===== config.mk =====
export PLATFORM = sky130hd
export DESIGN_NAME = periph_soc
export DESIGN_NICKNAME = d
export VERILOG_FILES = /design/src/common/soc_bus_pkg.sv /design/src/common/soc_map_pkg.sv /design/src/reset_seq.sv /design/src/apb_decoder.sv /design/src/devtbl.sv /design/src/intctrl.sv /design/src/gpio/gpio_bank.sv /design/src/periph_soc.sv
export SDC_FILE = /design/constraint.sdc
export NUM_CORES = 1
export LEC_CHECK = 0
export BUFFER_PORTS_ARGS = -buffer_cell sky130_fd_sc_hd__buf_2
export CAP_MARGIN = 20
export CORE_MARGIN = 2
export CORE_UTILIZATION = 40
export DETAILED_ROUTE_END_ITERATION = 10
export PLACE_DENSITY = 0.73
export RECOVER_POWER = 25
export SYNTH_ARGS = -nofsm -noshare
export SYNTH_HDL_FRONTEND = slang
export SYNTH_SLANG_ARGS = --single-unit

===== constraint.sdc =====
create_clock -name clk100mhz_i -period 7.55 [get_ports clk100mhz_i]
set_clock_uncertainty 0.2 [all_clocks]
set_input_delay 1.51 -clock clk100mhz_i [delete_from_list [all_inputs] [get_ports clk100mhz_i]]
set_output_delay 1.51 -clock clk100mhz_i [all_outputs]
set_load 0.03 [all_outputs]

===== src/common/soc_bus_pkg.sv =====
// APB bus widths and the request and response structs of the peripheral fabric
package soc_bus_pkg;

	localparam int unsigned ADDR_WIDTH = 12;
	localparam int unsigned DATA_WIDTH = 32;

	typedef logic [ADDR_WIDTH-1:0] addr_t;
	typedef logic [DATA_WIDTH-1:0] data_t;

	// driven by the master
	// select is not in here, each slot gets its own select bit
	typedef struct packed {
		addr_t paddr;
		logic  pwrite;
		data_t pwdata;
		logic  penable;
	} apb_req_t;

	// returned by the selected slave
	typedef struct packed {
		data_t prdata;
		logic  pready;
	} apb_rsp_t;

	// answer of an unmapped slot
	localparam apb_rsp_t RSP_INVALID = '{prdata: '0, pready: 1'b1};

endpackage


===== src/common/soc_map_pkg.sv =====
// slot map, device ids, register offsets and sizing of the peripheral block
package soc_map_pkg;

	// slot number sits in the address bits above this one
	localparam int unsigned SLOT_SHIFT = 8;
	localparam int unsigned SLOT_COUNT = 16;
	localparam int unsigned SLOT_BITS  = $clog2(SLOT_COUNT);

	typedef logic [SLOT_BITS-1:0]  slot_t;
	typedef logic [SLOT_SHIFT-1:0] ofs_t;

	localparam int unsigned SLOT_DEVTBL     = 0;
	localparam int unsigned SLOT_INTCTRL    = 1;
	localparam int unsigned SLOT_GPIO_FIRST = 2;

	localparam int unsigned GPIO_BANKS = 4;
	localparam int unsigned GPIO_WIDTH = 8;
	// first slot that has no device behind it
	localparam int unsigned SLOT_USED  = SLOT_GPIO_FIRST + GPIO_BANKS;

	localparam int unsigned DEVID_DEVTBL    = 7;
	localparam int unsigned DEVID_INTCTRL   = 3;
	localparam int unsigned DEVID_GPIO      = 6;
	localparam int unsigned DEVID_NONE      = 0;
	localparam int unsigned DEVTBL_INTR_BIT = 31;
	localparam ofs_t        DEVTBL_RST_OFS  = 8'h40;

	localparam ofs_t GPIO_IN_OFS   = 8'h00;
	localparam ofs_t GPIO_OUT_OFS  = 8'h04;
	localparam ofs_t GPIO_MASK_OFS = 8'h08;
	localparam ofs_t GPIO_CHG_OFS  = 8'h0C;

	localparam ofs_t INT_PEND_OFS = 8'h00;
	localparam ofs_t INT_BEST_OFS = 8'h04;
	localparam ofs_t INT_EN_OFS   = 8'h08;
	localparam int unsigned INT_NONE = 32'hFFFF_FFFF;

	localparam int unsigned RST_HOLD_CYCLES = 16;

endpackage


===== src/reset_seq.sv =====
// reset sequencer that stretches the peripheral reset after power-on or warm reset
`timescale 1ns/1ns

module reset_seq (
	input  logic clk100mhz_i,
	input  logic rst_p,
	input  logic warm_rst_i,
	output logic soc_rst_o
);
	import soc_map_pkg::*;

	localparam int unsigned CNT_WIDTH = $clog2(RST_HOLD_CYCLES + 1);

	logic [CNT_WIDTH-1:0] hold_cnt_q;

	// reload on either reset source, then count down to zero
	always_ff @(posedge clk100mhz_i) begin
		if (rst_p || warm_rst_i) begin
			hold_cnt_q <= CNT_WIDTH'(RST_HOLD_CYCLES);
		end else if (hold_cnt_q != '0) begin
			hold_cnt_q <= hold_cnt_q - 1'b1;
		end
	end

	assign soc_rst_o = rst_p || (hold_cnt_q != '0);

endmodule


===== src/apb_decoder.sv =====
// APB address decoder with one-hot slot select and response mux
`timescale 1ns/1ns

module apb_decoder (
	input  soc_bus_pkg::apb_req_t              req_i,
	input  logic                               psel_i,
	output logic [soc_map_pkg::SLOT_COUNT-1:0] slot_sel_o,
	input  soc_bus_pkg::apb_rsp_t              slot_rsp_i [soc_map_pkg::SLOT_COUNT],
	output soc_bus_pkg::apb_rsp_t              rsp_o
);
	import soc_bus_pkg::*;
	import soc_map_pkg::*;

	slot_t slot;
	logic  slot_mapped;

	assign slot        = req_i.paddr[SLOT_SHIFT +: SLOT_BITS];
	assign slot_mapped = (slot < SLOT_USED);

	// select follows psel into the addressed slot only
	always_comb begin
		slot_sel_o       = '0;
		slot_sel_o[slot] = psel_i;
	end

	// empty slots complete at once and read as zero
	assign rsp_o = slot_mapped ? slot_rsp_i[slot] : RSP_INVALID;

endmodule


===== src/devtbl.sv =====
// device table with id and interrupt-use word per slot, plus the warm reset register
`timescale 1ns/1ns

module devtbl (
	input  logic                  clk100mhz_i,
	input  logic                  soc_rst_i,
	input  soc_bus_pkg::apb_req_t req_i,
	input  logic                  sel_i,
	output soc_bus_pkg::apb_rsp_t rsp_o,
	output logic                  warm_rst_o
);
	import soc_bus_pkg::*;
	import soc_map_pkg::*;

	// id in the low bits, interrupt use in the top bit
	function automatic data_t id_word(input int unsigned slot);
		data_t word;
		if (slot == SLOT_DEVTBL) begin
			word = DATA_WIDTH'(DEVID_DEVTBL);
		end else if (slot == SLOT_INTCTRL) begin
			word = DATA_WIDTH'(DEVID_INTCTRL);
			word[DEVTBL_INTR_BIT] = 1'b1;
		end else if (slot >= SLOT_GPIO_FIRST && slot < SLOT_USED) begin
			word = DATA_WIDTH'(DEVID_GPIO);
			word[DEVTBL_INTR_BIT] = 1'b1;
		end else begin
			word = DATA_WIDTH'(DEVID_NONE);
		end
		return word;
	endfunction

	data_t                 id_table [SLOT_COUNT];
	ofs_t                  ofs;
	logic [SLOT_SHIFT-3:0] word_idx;
	logic                  wr_en;
	logic                  warm_rst_q;

	for (genvar s = 0; s < SLOT_COUNT; s++) begin : g_table
		assign id_table[s] = id_word(s);
	end

	assign ofs      = req_i.paddr[SLOT_SHIFT-1:0];
	assign word_idx = ofs[SLOT_SHIFT-1:2];
	assign wr_en    = sel_i && req_i.penable && req_i.pwrite;

	// table words at slot*4, reset register reads back zero
	always_comb begin
		rsp_o.pready = 1'b1;
		rsp_o.prdata = '0;
		if (ofs[1:0] == 2'b00 && word_idx < SLOT_COUNT) begin
			rsp_o.prdata = id_table[slot_t'(word_idx)];
		end
	end

	// single cycle pulse per accepted write
	always_ff @(posedge clk100mhz_i) begin
		if (soc_rst_i) begin
			warm_rst_q <= 1'b0;
		end else begin
			warm_rst_q <= wr_en && (ofs == DEVTBL_RST_OFS) && req_i.pwdata[0];
		end
	end

	assign warm_rst_o = warm_rst_q;

endmodule


===== src/intctrl.sv =====
// interrupt controller that masks the GPIO requests and reports the lowest pending source
`timescale 1ns/1ns

module intctrl (
	input  logic                               clk100mhz_i,
	input  logic                               soc_rst_i,
	input  soc_bus_pkg::apb_req_t              req_i,
	input  logic                               sel_i,
	output soc_bus_pkg::apb_rsp_t              rsp_o,
	input  logic [soc_map_pkg::GPIO_BANKS-1:0] irq_src_i,
	output logic                               irq_o
);
	import soc_bus_pkg::*;
	import soc_map_pkg::*;

	logic [GPIO_BANKS-1:0] en_q;
	logic [GPIO_BANKS-1:0] pending;
	data_t                 best;
	ofs_t                  ofs;
	logic                  wr_en;
	logic                  irq_q;

	assign ofs     = req_i.paddr[SLOT_SHIFT-1:0];
	assign wr_en   = sel_i && req_i.penable && req_i.pwrite;
	assign pending = irq_src_i & en_q;

	// scan downwards so the lowest pending index is left
	always_comb begin
		best = DATA_WIDTH'(INT_NONE);
		for (int i = GPIO_BANKS - 1; i >= 0; i--) begin
			if (pending[i]) begin
				best = DATA_WIDTH'(i);
			end
		end
	end

	always_ff @(posedge clk100mhz_i) begin
		if (soc_rst_i) begin
			en_q  <= '0;
			irq_q <= 1'b0;
		end else begin
			if (wr_en && ofs == INT_EN_OFS) begin
				en_q <= req_i.pwdata[GPIO_BANKS-1:0];
			end
			irq_q <= |pending;
		end
	end

	always_comb begin
		rsp_o.pready = 1'b1;
		case (ofs)
			INT_PEND_OFS: rsp_o.prdata = DATA_WIDTH'(pending);
			INT_BEST_OFS: rsp_o.prdata = best;
			INT_EN_OFS:   rsp_o.prdata = DATA_WIDTH'(en_q);
			default:      rsp_o.prdata = '0;
		endcase
	end

	assign irq_o = irq_q;

endmodule


===== src/gpio/gpio_bank.sv =====
// GPIO bank with input synchronizer, output register, change detection and interrupt
`timescale 1ns/1ns

module gpio_bank (
	input  logic                               clk100mhz_i,
	input  logic                               soc_rst_i,
	input  soc_bus_pkg::apb_req_t              req_i,
	input  logic                               sel_i,
	output soc_bus_pkg::apb_rsp_t              rsp_o,
	input  logic [soc_map_pkg::GPIO_WIDTH-1:0] pin_i,
	output logic [soc_map_pkg::GPIO_WIDTH-1:0] pin_o,
	output logic                               irq_o
);
	import soc_bus_pkg::*;
	import soc_map_pkg::*;

	logic [GPIO_WIDTH-1:0] sync1_q;
	logic [GPIO_WIDTH-1:0] sync2_q;
	logic [GPIO_WIDTH-1:0] prev_q;
	logic [GPIO_WIDTH-1:0] out_q;
	logic [GPIO_WIDTH-1:0] mask_q;
	logic [GPIO_WIDTH-1:0] chg_q;
	logic [GPIO_WIDTH-1:0] edge_det;
	logic [GPIO_WIDTH-1:0] chg_clr;
	ofs_t                  ofs;
	logic                  wr_en;
	logic                  irq_q;

	assign ofs      = req_i.paddr[SLOT_SHIFT-1:0];
	assign wr_en    = sel_i && req_i.penable && req_i.pwrite;
	assign edge_det = sync2_q ^ prev_q;
	assign chg_clr  = (wr_en && ofs == GPIO_CHG_OFS) ? req_i.pwdata[GPIO_WIDTH-1:0] : '0;

	// two stage synchronizer, third stage keeps the previous level
	always_ff @(posedge clk100mhz_i) begin
		sync1_q <= pin_i;
		sync2_q <= sync1_q;
		prev_q  <= sync2_q;
	end

	always_ff @(posedge clk100mhz_i) begin
		if (soc_rst_i) begin
			out_q  <= '0;
			mask_q <= '0;
			chg_q  <= '0;
			irq_q  <= 1'b0;
		end else begin
			if (wr_en && ofs == GPIO_OUT_OFS) begin
				out_q <= req_i.pwdata[GPIO_WIDTH-1:0];
			end
			if (wr_en && ofs == GPIO_MASK_OFS) begin
				mask_q <= req_i.pwdata[GPIO_WIDTH-1:0];
			end
			// a fresh edge wins over a clear in the same cycle
			chg_q <= (chg_q & ~chg_clr) | edge_det;
			irq_q <= |(chg_q & mask_q);
		end
	end

	always_comb begin
		rsp_o.pready = 1'b1;
		case (ofs)
			GPIO_IN_OFS:   rsp_o.prdata = DATA_WIDTH'(sync2_q);
			GPIO_OUT_OFS:  rsp_o.prdata = DATA_WIDTH'(out_q);
			GPIO_MASK_OFS: rsp_o.prdata = DATA_WIDTH'(mask_q);
			GPIO_CHG_OFS:  rsp_o.prdata = DATA_WIDTH'(chg_q);
			default:       rsp_o.prdata = '0;
		endcase
	end

	assign pin_o = out_q;
	assign irq_o = irq_q;

endmodule


===== src/periph_soc.sv =====
// peripheral subsystem top with decoder, device table, interrupt controller and GPIO banks
`timescale 1ns/1ns

module periph_soc (
	input  logic                                                       clk100mhz_i,
	input  logic                                                       rst_p,
	input  soc_bus_pkg::apb_req_t                                      req_i,
	input  logic                                                       psel_i,
	output soc_bus_pkg::apb_rsp_t                                      rsp_o,
	input  logic [soc_map_pkg::GPIO_BANKS*soc_map_pkg::GPIO_WIDTH-1:0] gp_i,
	output logic [soc_map_pkg::GPIO_BANKS*soc_map_pkg::GPIO_WIDTH-1:0] gp_o,
	output logic                                                       irq_o,
	output logic                                                       periph_rst_o
);
	import soc_bus_pkg::*;
	import soc_map_pkg::*;

	logic                  soc_rst;
	logic                  warm_rst;
	logic [SLOT_COUNT-1:0] slot_sel;
	apb_rsp_t              slot_rsp [SLOT_COUNT];
	logic [GPIO_BANKS-1:0] gpio_irq;

	reset_seq u_reset_seq (
		.clk100mhz_i (clk100mhz_i),
		.rst_p       (rst_p),
		.warm_rst_i  (warm_rst),
		.soc_rst_o   (soc_rst)
	);

	apb_decoder u_decoder (
		.req_i      (req_i),
		.psel_i     (psel_i),
		.slot_sel_o (slot_sel),
		.slot_rsp_i (slot_rsp),
		.rsp_o      (rsp_o)
	);

	devtbl u_devtbl (
		.clk100mhz_i (clk100mhz_i),
		.soc_rst_i   (soc_rst),
		.req_i       (req_i),
		.sel_i       (slot_sel[SLOT_DEVTBL]),
		.rsp_o       (slot_rsp[SLOT_DEVTBL]),
		.warm_rst_o  (warm_rst)
	);

	intctrl u_intctrl (
		.clk100mhz_i (clk100mhz_i),
		.soc_rst_i   (soc_rst),
		.req_i       (req_i),
		.sel_i       (slot_sel[SLOT_INTCTRL]),
		.rsp_o       (slot_rsp[SLOT_INTCTRL]),
		.irq_src_i   (gpio_irq),
		.irq_o       (irq_o)
	);

	// bank g owns slot SLOT_GPIO_FIRST+g and pin slice g
	for (genvar g = 0; g < GPIO_BANKS; g++) begin : g_gpio
		gpio_bank u_gpio (
			.clk100mhz_i (clk100mhz_i),
			.soc_rst_i   (soc_rst),
			.req_i       (req_i),
			.sel_i       (slot_sel[SLOT_GPIO_FIRST+g]),
			.rsp_o       (slot_rsp[SLOT_GPIO_FIRST+g]),
			.pin_i       (gp_i[g*GPIO_WIDTH +: GPIO_WIDTH]),
			.pin_o       (gp_o[g*GPIO_WIDTH +: GPIO_WIDTH]),
			.irq_o       (gpio_irq[g])
		);
	end

	// the decoder answers for these slots itself
	for (genvar u = SLOT_USED; u < SLOT_COUNT; u++) begin : g_empty
		assign slot_rsp[u] = '0;
	end

	assign periph_rst_o = soc_rst;

endmodule


==> impl_metrics.csv <==
group,metric,value,unit
placed_design,hpwl,13500,µm
route,wl_per_cell,17.8,µm
sta,setup_viol,0,
clock_tree,numCtsBuffers,21,
die,start_util,40.8,%
hold_path,whs_endpoint,"g_gpio[0].u_gpio.sync2_q[2]",
clock_tree,cts-resized-gates,0,
worst_setup_path,path_class,"primary input to output port",
logic_synthesis,synthArstFlopShare,0,%
clock_tree,cts_tree,"done",
worst_setup_path,crit_start,"req_i[42]",
global_routing,grt_max_degree,74,
route,drc,0,
sta,min_period,5.76,ns
hold_path,min_path_cells,0,
clock_tree,cts-root-buf,"clkbuf_16",
hold_path,hold_path.class,"flop to flop",
clock_tree,clock-sinks,207,
power_and_ir_drop,ir_drop,0.000192,V
worst_setup_path,worstPathRequired,5.84,ns
finish,instances_no_fill,1104,
worst_setup_path,arrival,4.05,ns
die,die_w,145,µm
global_routing,grt_pass1_wl,30900,µm
finish,num_antenna_cells,0,
power_and_ir_drop,p_leak,3.49,nW
route,dr.pass1.iters,7,
global_routing,antenna_found_initial,0,
global_routing,grt_pass1_vias,5533,
die,die_h,145,µm
worst_setup_path,worstPathMaxFanout,26,
power_and_ir_drop,p_total,0.00241,W
placed_design,io_buffers,122,
power_and_ir_drop,p_int,0.00184,W
worst_setup_path,cp-start-kind,"primary input",
finish,final_cell_mix,"dfxtp_1, buf_2, nor2_1",
sta,worstMarginPinSlew,0.940,ns
clock_tree,cts_buffer_depth,3,
worst_setup_path,r2r_slack,5.09,ns
finish,final_common_cell,"dfxtp_1",
power_and_ir_drop,seqPwrFrac,48.9,%
die,rows,51,
sta,setup-tns-final,0,ns
clock_tree,clk_pin_slew,0.06,ns
logic_synthesis,syn-num-nets,820,
finish,syn_to_final_growth,16.8,%
global_routing,grt-ovfl-total,0,
logic_synthesis,synth.distinct_cells,52,
hold_path,min_from,"g_gpio[0].u_gpio.sync1_q[2]",
route,vias,5850,
logic_synthesis,synth_seq_area_share,52.0,%
placed_design,gp_congestion,0.940,
sta,rsz0062_at_grt,"no",
sta,fmax,174,MHz
logic_synthesis,yosysWarnings,0,
placed_design,dp.cells,1066,
finish,layout.nets,907,
worst_setup_path,worstReg2RegStart,"u_reset_seq.hold_cnt_q[0]",
sta,finalCritPeriodShare,76.2,%
route,viasPerCell,5.30,
worst_setup_path,r2r_end,"u_devtbl.warm_rst_o",
die,io_pins,148,
route,antenna_left,0,
power_and_ir_drop,net-switching-power,0.000572,W
power_and_ir_drop,clkPwrFrac,42.9,%
clock_tree,holdBufCountCts,0,
sta,maxSlewHeadroom,36.9,%
logic_synthesis,syn_area,7980,µm²
power_and_ir_drop,pwr-share-comb,8.2,%
power_and_ir_drop,swShare,23.7,%
worst_setup_path,worstSetupEndpointType,"output port",
global_routing,grt_use_total,18.3,%
logic_synthesis,syn_avg_cell_area,10.8,µm²
finish,drive_gt1_share,26.5,%
clock_tree,cts.htree.levels,1,
worst_setup_path,r2r_cells,6,
sta,finalHoldViolCount,0,
logic_synthesis,synth_ff_type,"dfxtp_1",
logic_synthesis,synth_edf_count,0,
clock_tree,post-cts-setup-buffers,0,
die,design.core.area,19500,µm²
clock_tree,clock_latency,0.50,ns
sta,slew_viol_final,0,
flow_run,maxCapViolCount,0,
power_and_ir_drop,p_per_area,259,nW/µm²
logic_synthesis,syn_inst,738,
outcome,status,"completed",
route,wl,19600,µm
route,first_iter_violations,494,
die,die-area,21100,µm²
logic_synthesis,ys_ff_latch,207,
-- kinds of logic (layout without fill, tap and decap cells) --
family                     Yosys count  in the layout  share of synthesized area, %
DFF                                207            207                          52.0
and+or+nand+nor                    171            171                          10.9
AOI/OAI and AO/OA                  140            140                          11.1
muxes                               96             96                          16.6
buffers and inverters               87            188                          5.30
xor gates and xnor gates            35             35                          3.84
adders and majority gates            1              1                         0.157
other                                1              1                        0.0470
-- how the worst max path moves through the flow --
stage | endpoint | slack [ns] | depth (start not counted)
4_1_cts | rsp_o[17] | 1.83 | 6
3_3_place_gp | rsp_o[12] | 1.88 | 6
6_report | rsp_o[17] | 1.79 | 6
3_5_place_dp | rsp_o[17] | 1.85 | 6
2_1_floorplan | rsp_o[10] | 2.28 | 6
5_1_grt | rsp_o[27] | 1.61 | 6
-- registers in the layout, indices dropped and copies added (netlist names) --
signal / count
u_intctrl.irq_o: 1
g_gpio.u_gpio.pin_o: 32
u_reset_seq.hold_cnt_q: 5
g_gpio.u_gpio.prev_q: 32
u_intctrl.en_q: 4
g_gpio.u_gpio.irq_o: 4
u_devtbl.warm_rst_o: 1
g_gpio.u_gpio.sync1_q: 32
g_gpio.u_gpio.chg_q: 32
g_gpio.u_gpio.mask_q: 32
g_gpio.u_gpio.sync2_q: 32
-- cells in the mapped netlist, types with 2 or more instances --
cell type | instances | share of area, %
inv_1 | 23 | 1.1
nor4_4 | 3 | 0.80
nand2b_1 | 5 | 0.39
nand4_4 | 2 | 0.53
dfxtp_1 | 207 | 52
and2_1 | 2 | 0.16
a31oi_1 | 5 | 0.39
buf_4 | 23 | 2.2
nand3_1 | 4 | 0.25
nor3b_1 | 2 | 0.19
xnor2_1 | 35 | 3.8
nand2_1 | 58 | 2.7
clkbuf_1 | 24 | 1.1
o21ai_0 | 22 | 1.4
o31ai_1 | 3 | 0.28
nor3_4 | 4 | 0.82
buf_1 | 9 | 0.42
a21oi_1 | 58 | 3.6
a211o_1 | 2 | 0.22
mux2i_1 | 66 | 8.3
o211ai_1 | 3 | 0.28
nor3_1 | 8 | 0.50
or2_2 | 2 | 0.16
a22oi_1 | 8 | 0.75
buf_2 | 8 | 0.50
a22o_1 | 5 | 0.55
or3_1 | 4 | 0.31
a31o_2 | 16 | 1.8
nor2_1 | 67 | 3.2
o22ai_1 | 3 | 0.24
nand4_1 | 2 | 0.16
mux4_2 | 29 | 8.2
o221ai_1 | 4 | 0.44
a221oi_1 | 4 | 0.44
-- layout make-up --
type                            instances  area [µm²]
Multi-Input combinational cell        444        3410
Clock inverter                         10         110
Tap cell                              265         332
Sequential cell                       207        4140
Timing Repair Buffer                  128         653
Inverter                               23        86.3
Fill cell                            1815       10200
Clock buffer                           27         578
-- worst max-delay path, cell delays in order --
cell	delay [ns]
buf_2	0.53
nand2_1	0.50
nor4_1	0.44
nand3_1	0.34
inv_1	0.42
buf_2	0.28
-- power by group through the flow --
stage,clock network [W],registers [W],logic (W)
final,0.00103,0.00118,0.000198
after global routing,0.00110,0.00118,0.000217
after CTS,0.00106,0.00118,0.000198
after detailed placement,0,0.00120,0.000196
after global placement,0,0.00120,0.000192
after floorplan,0,0.00119,0.000146
-- metrics by stage --
| step | util (%) | instance area, µm² | hold WS [ns] | setup slack (ns) |
|---|---|---|---|---|
| floorplan | - | 7980 | 0.110 | 2.28 |
| global placement | 44.2 | 8620 | 0.111 | 1.88 |
| detailed placement | 44.2 | 8620 | 0.112 | 1.85 |
| CTS | 47.7 | 9310 | 0.126 | 1.83 |
| global route | 47.7 | 9320 | 0.130 | 1.61 |
| finish | 47.7 | 9320 | 0.125 | 1.79 |
-- per-layer routing --
layer / wire [µm] / global-route usage (%)
met4: 498 / 4.61
met1: 8360 / 25.1
met2: 9080 / 29.7
met5: 0 / 0
met3: 1690 / 3.58
Note: power is estimated with default switching activity, not from simulation.
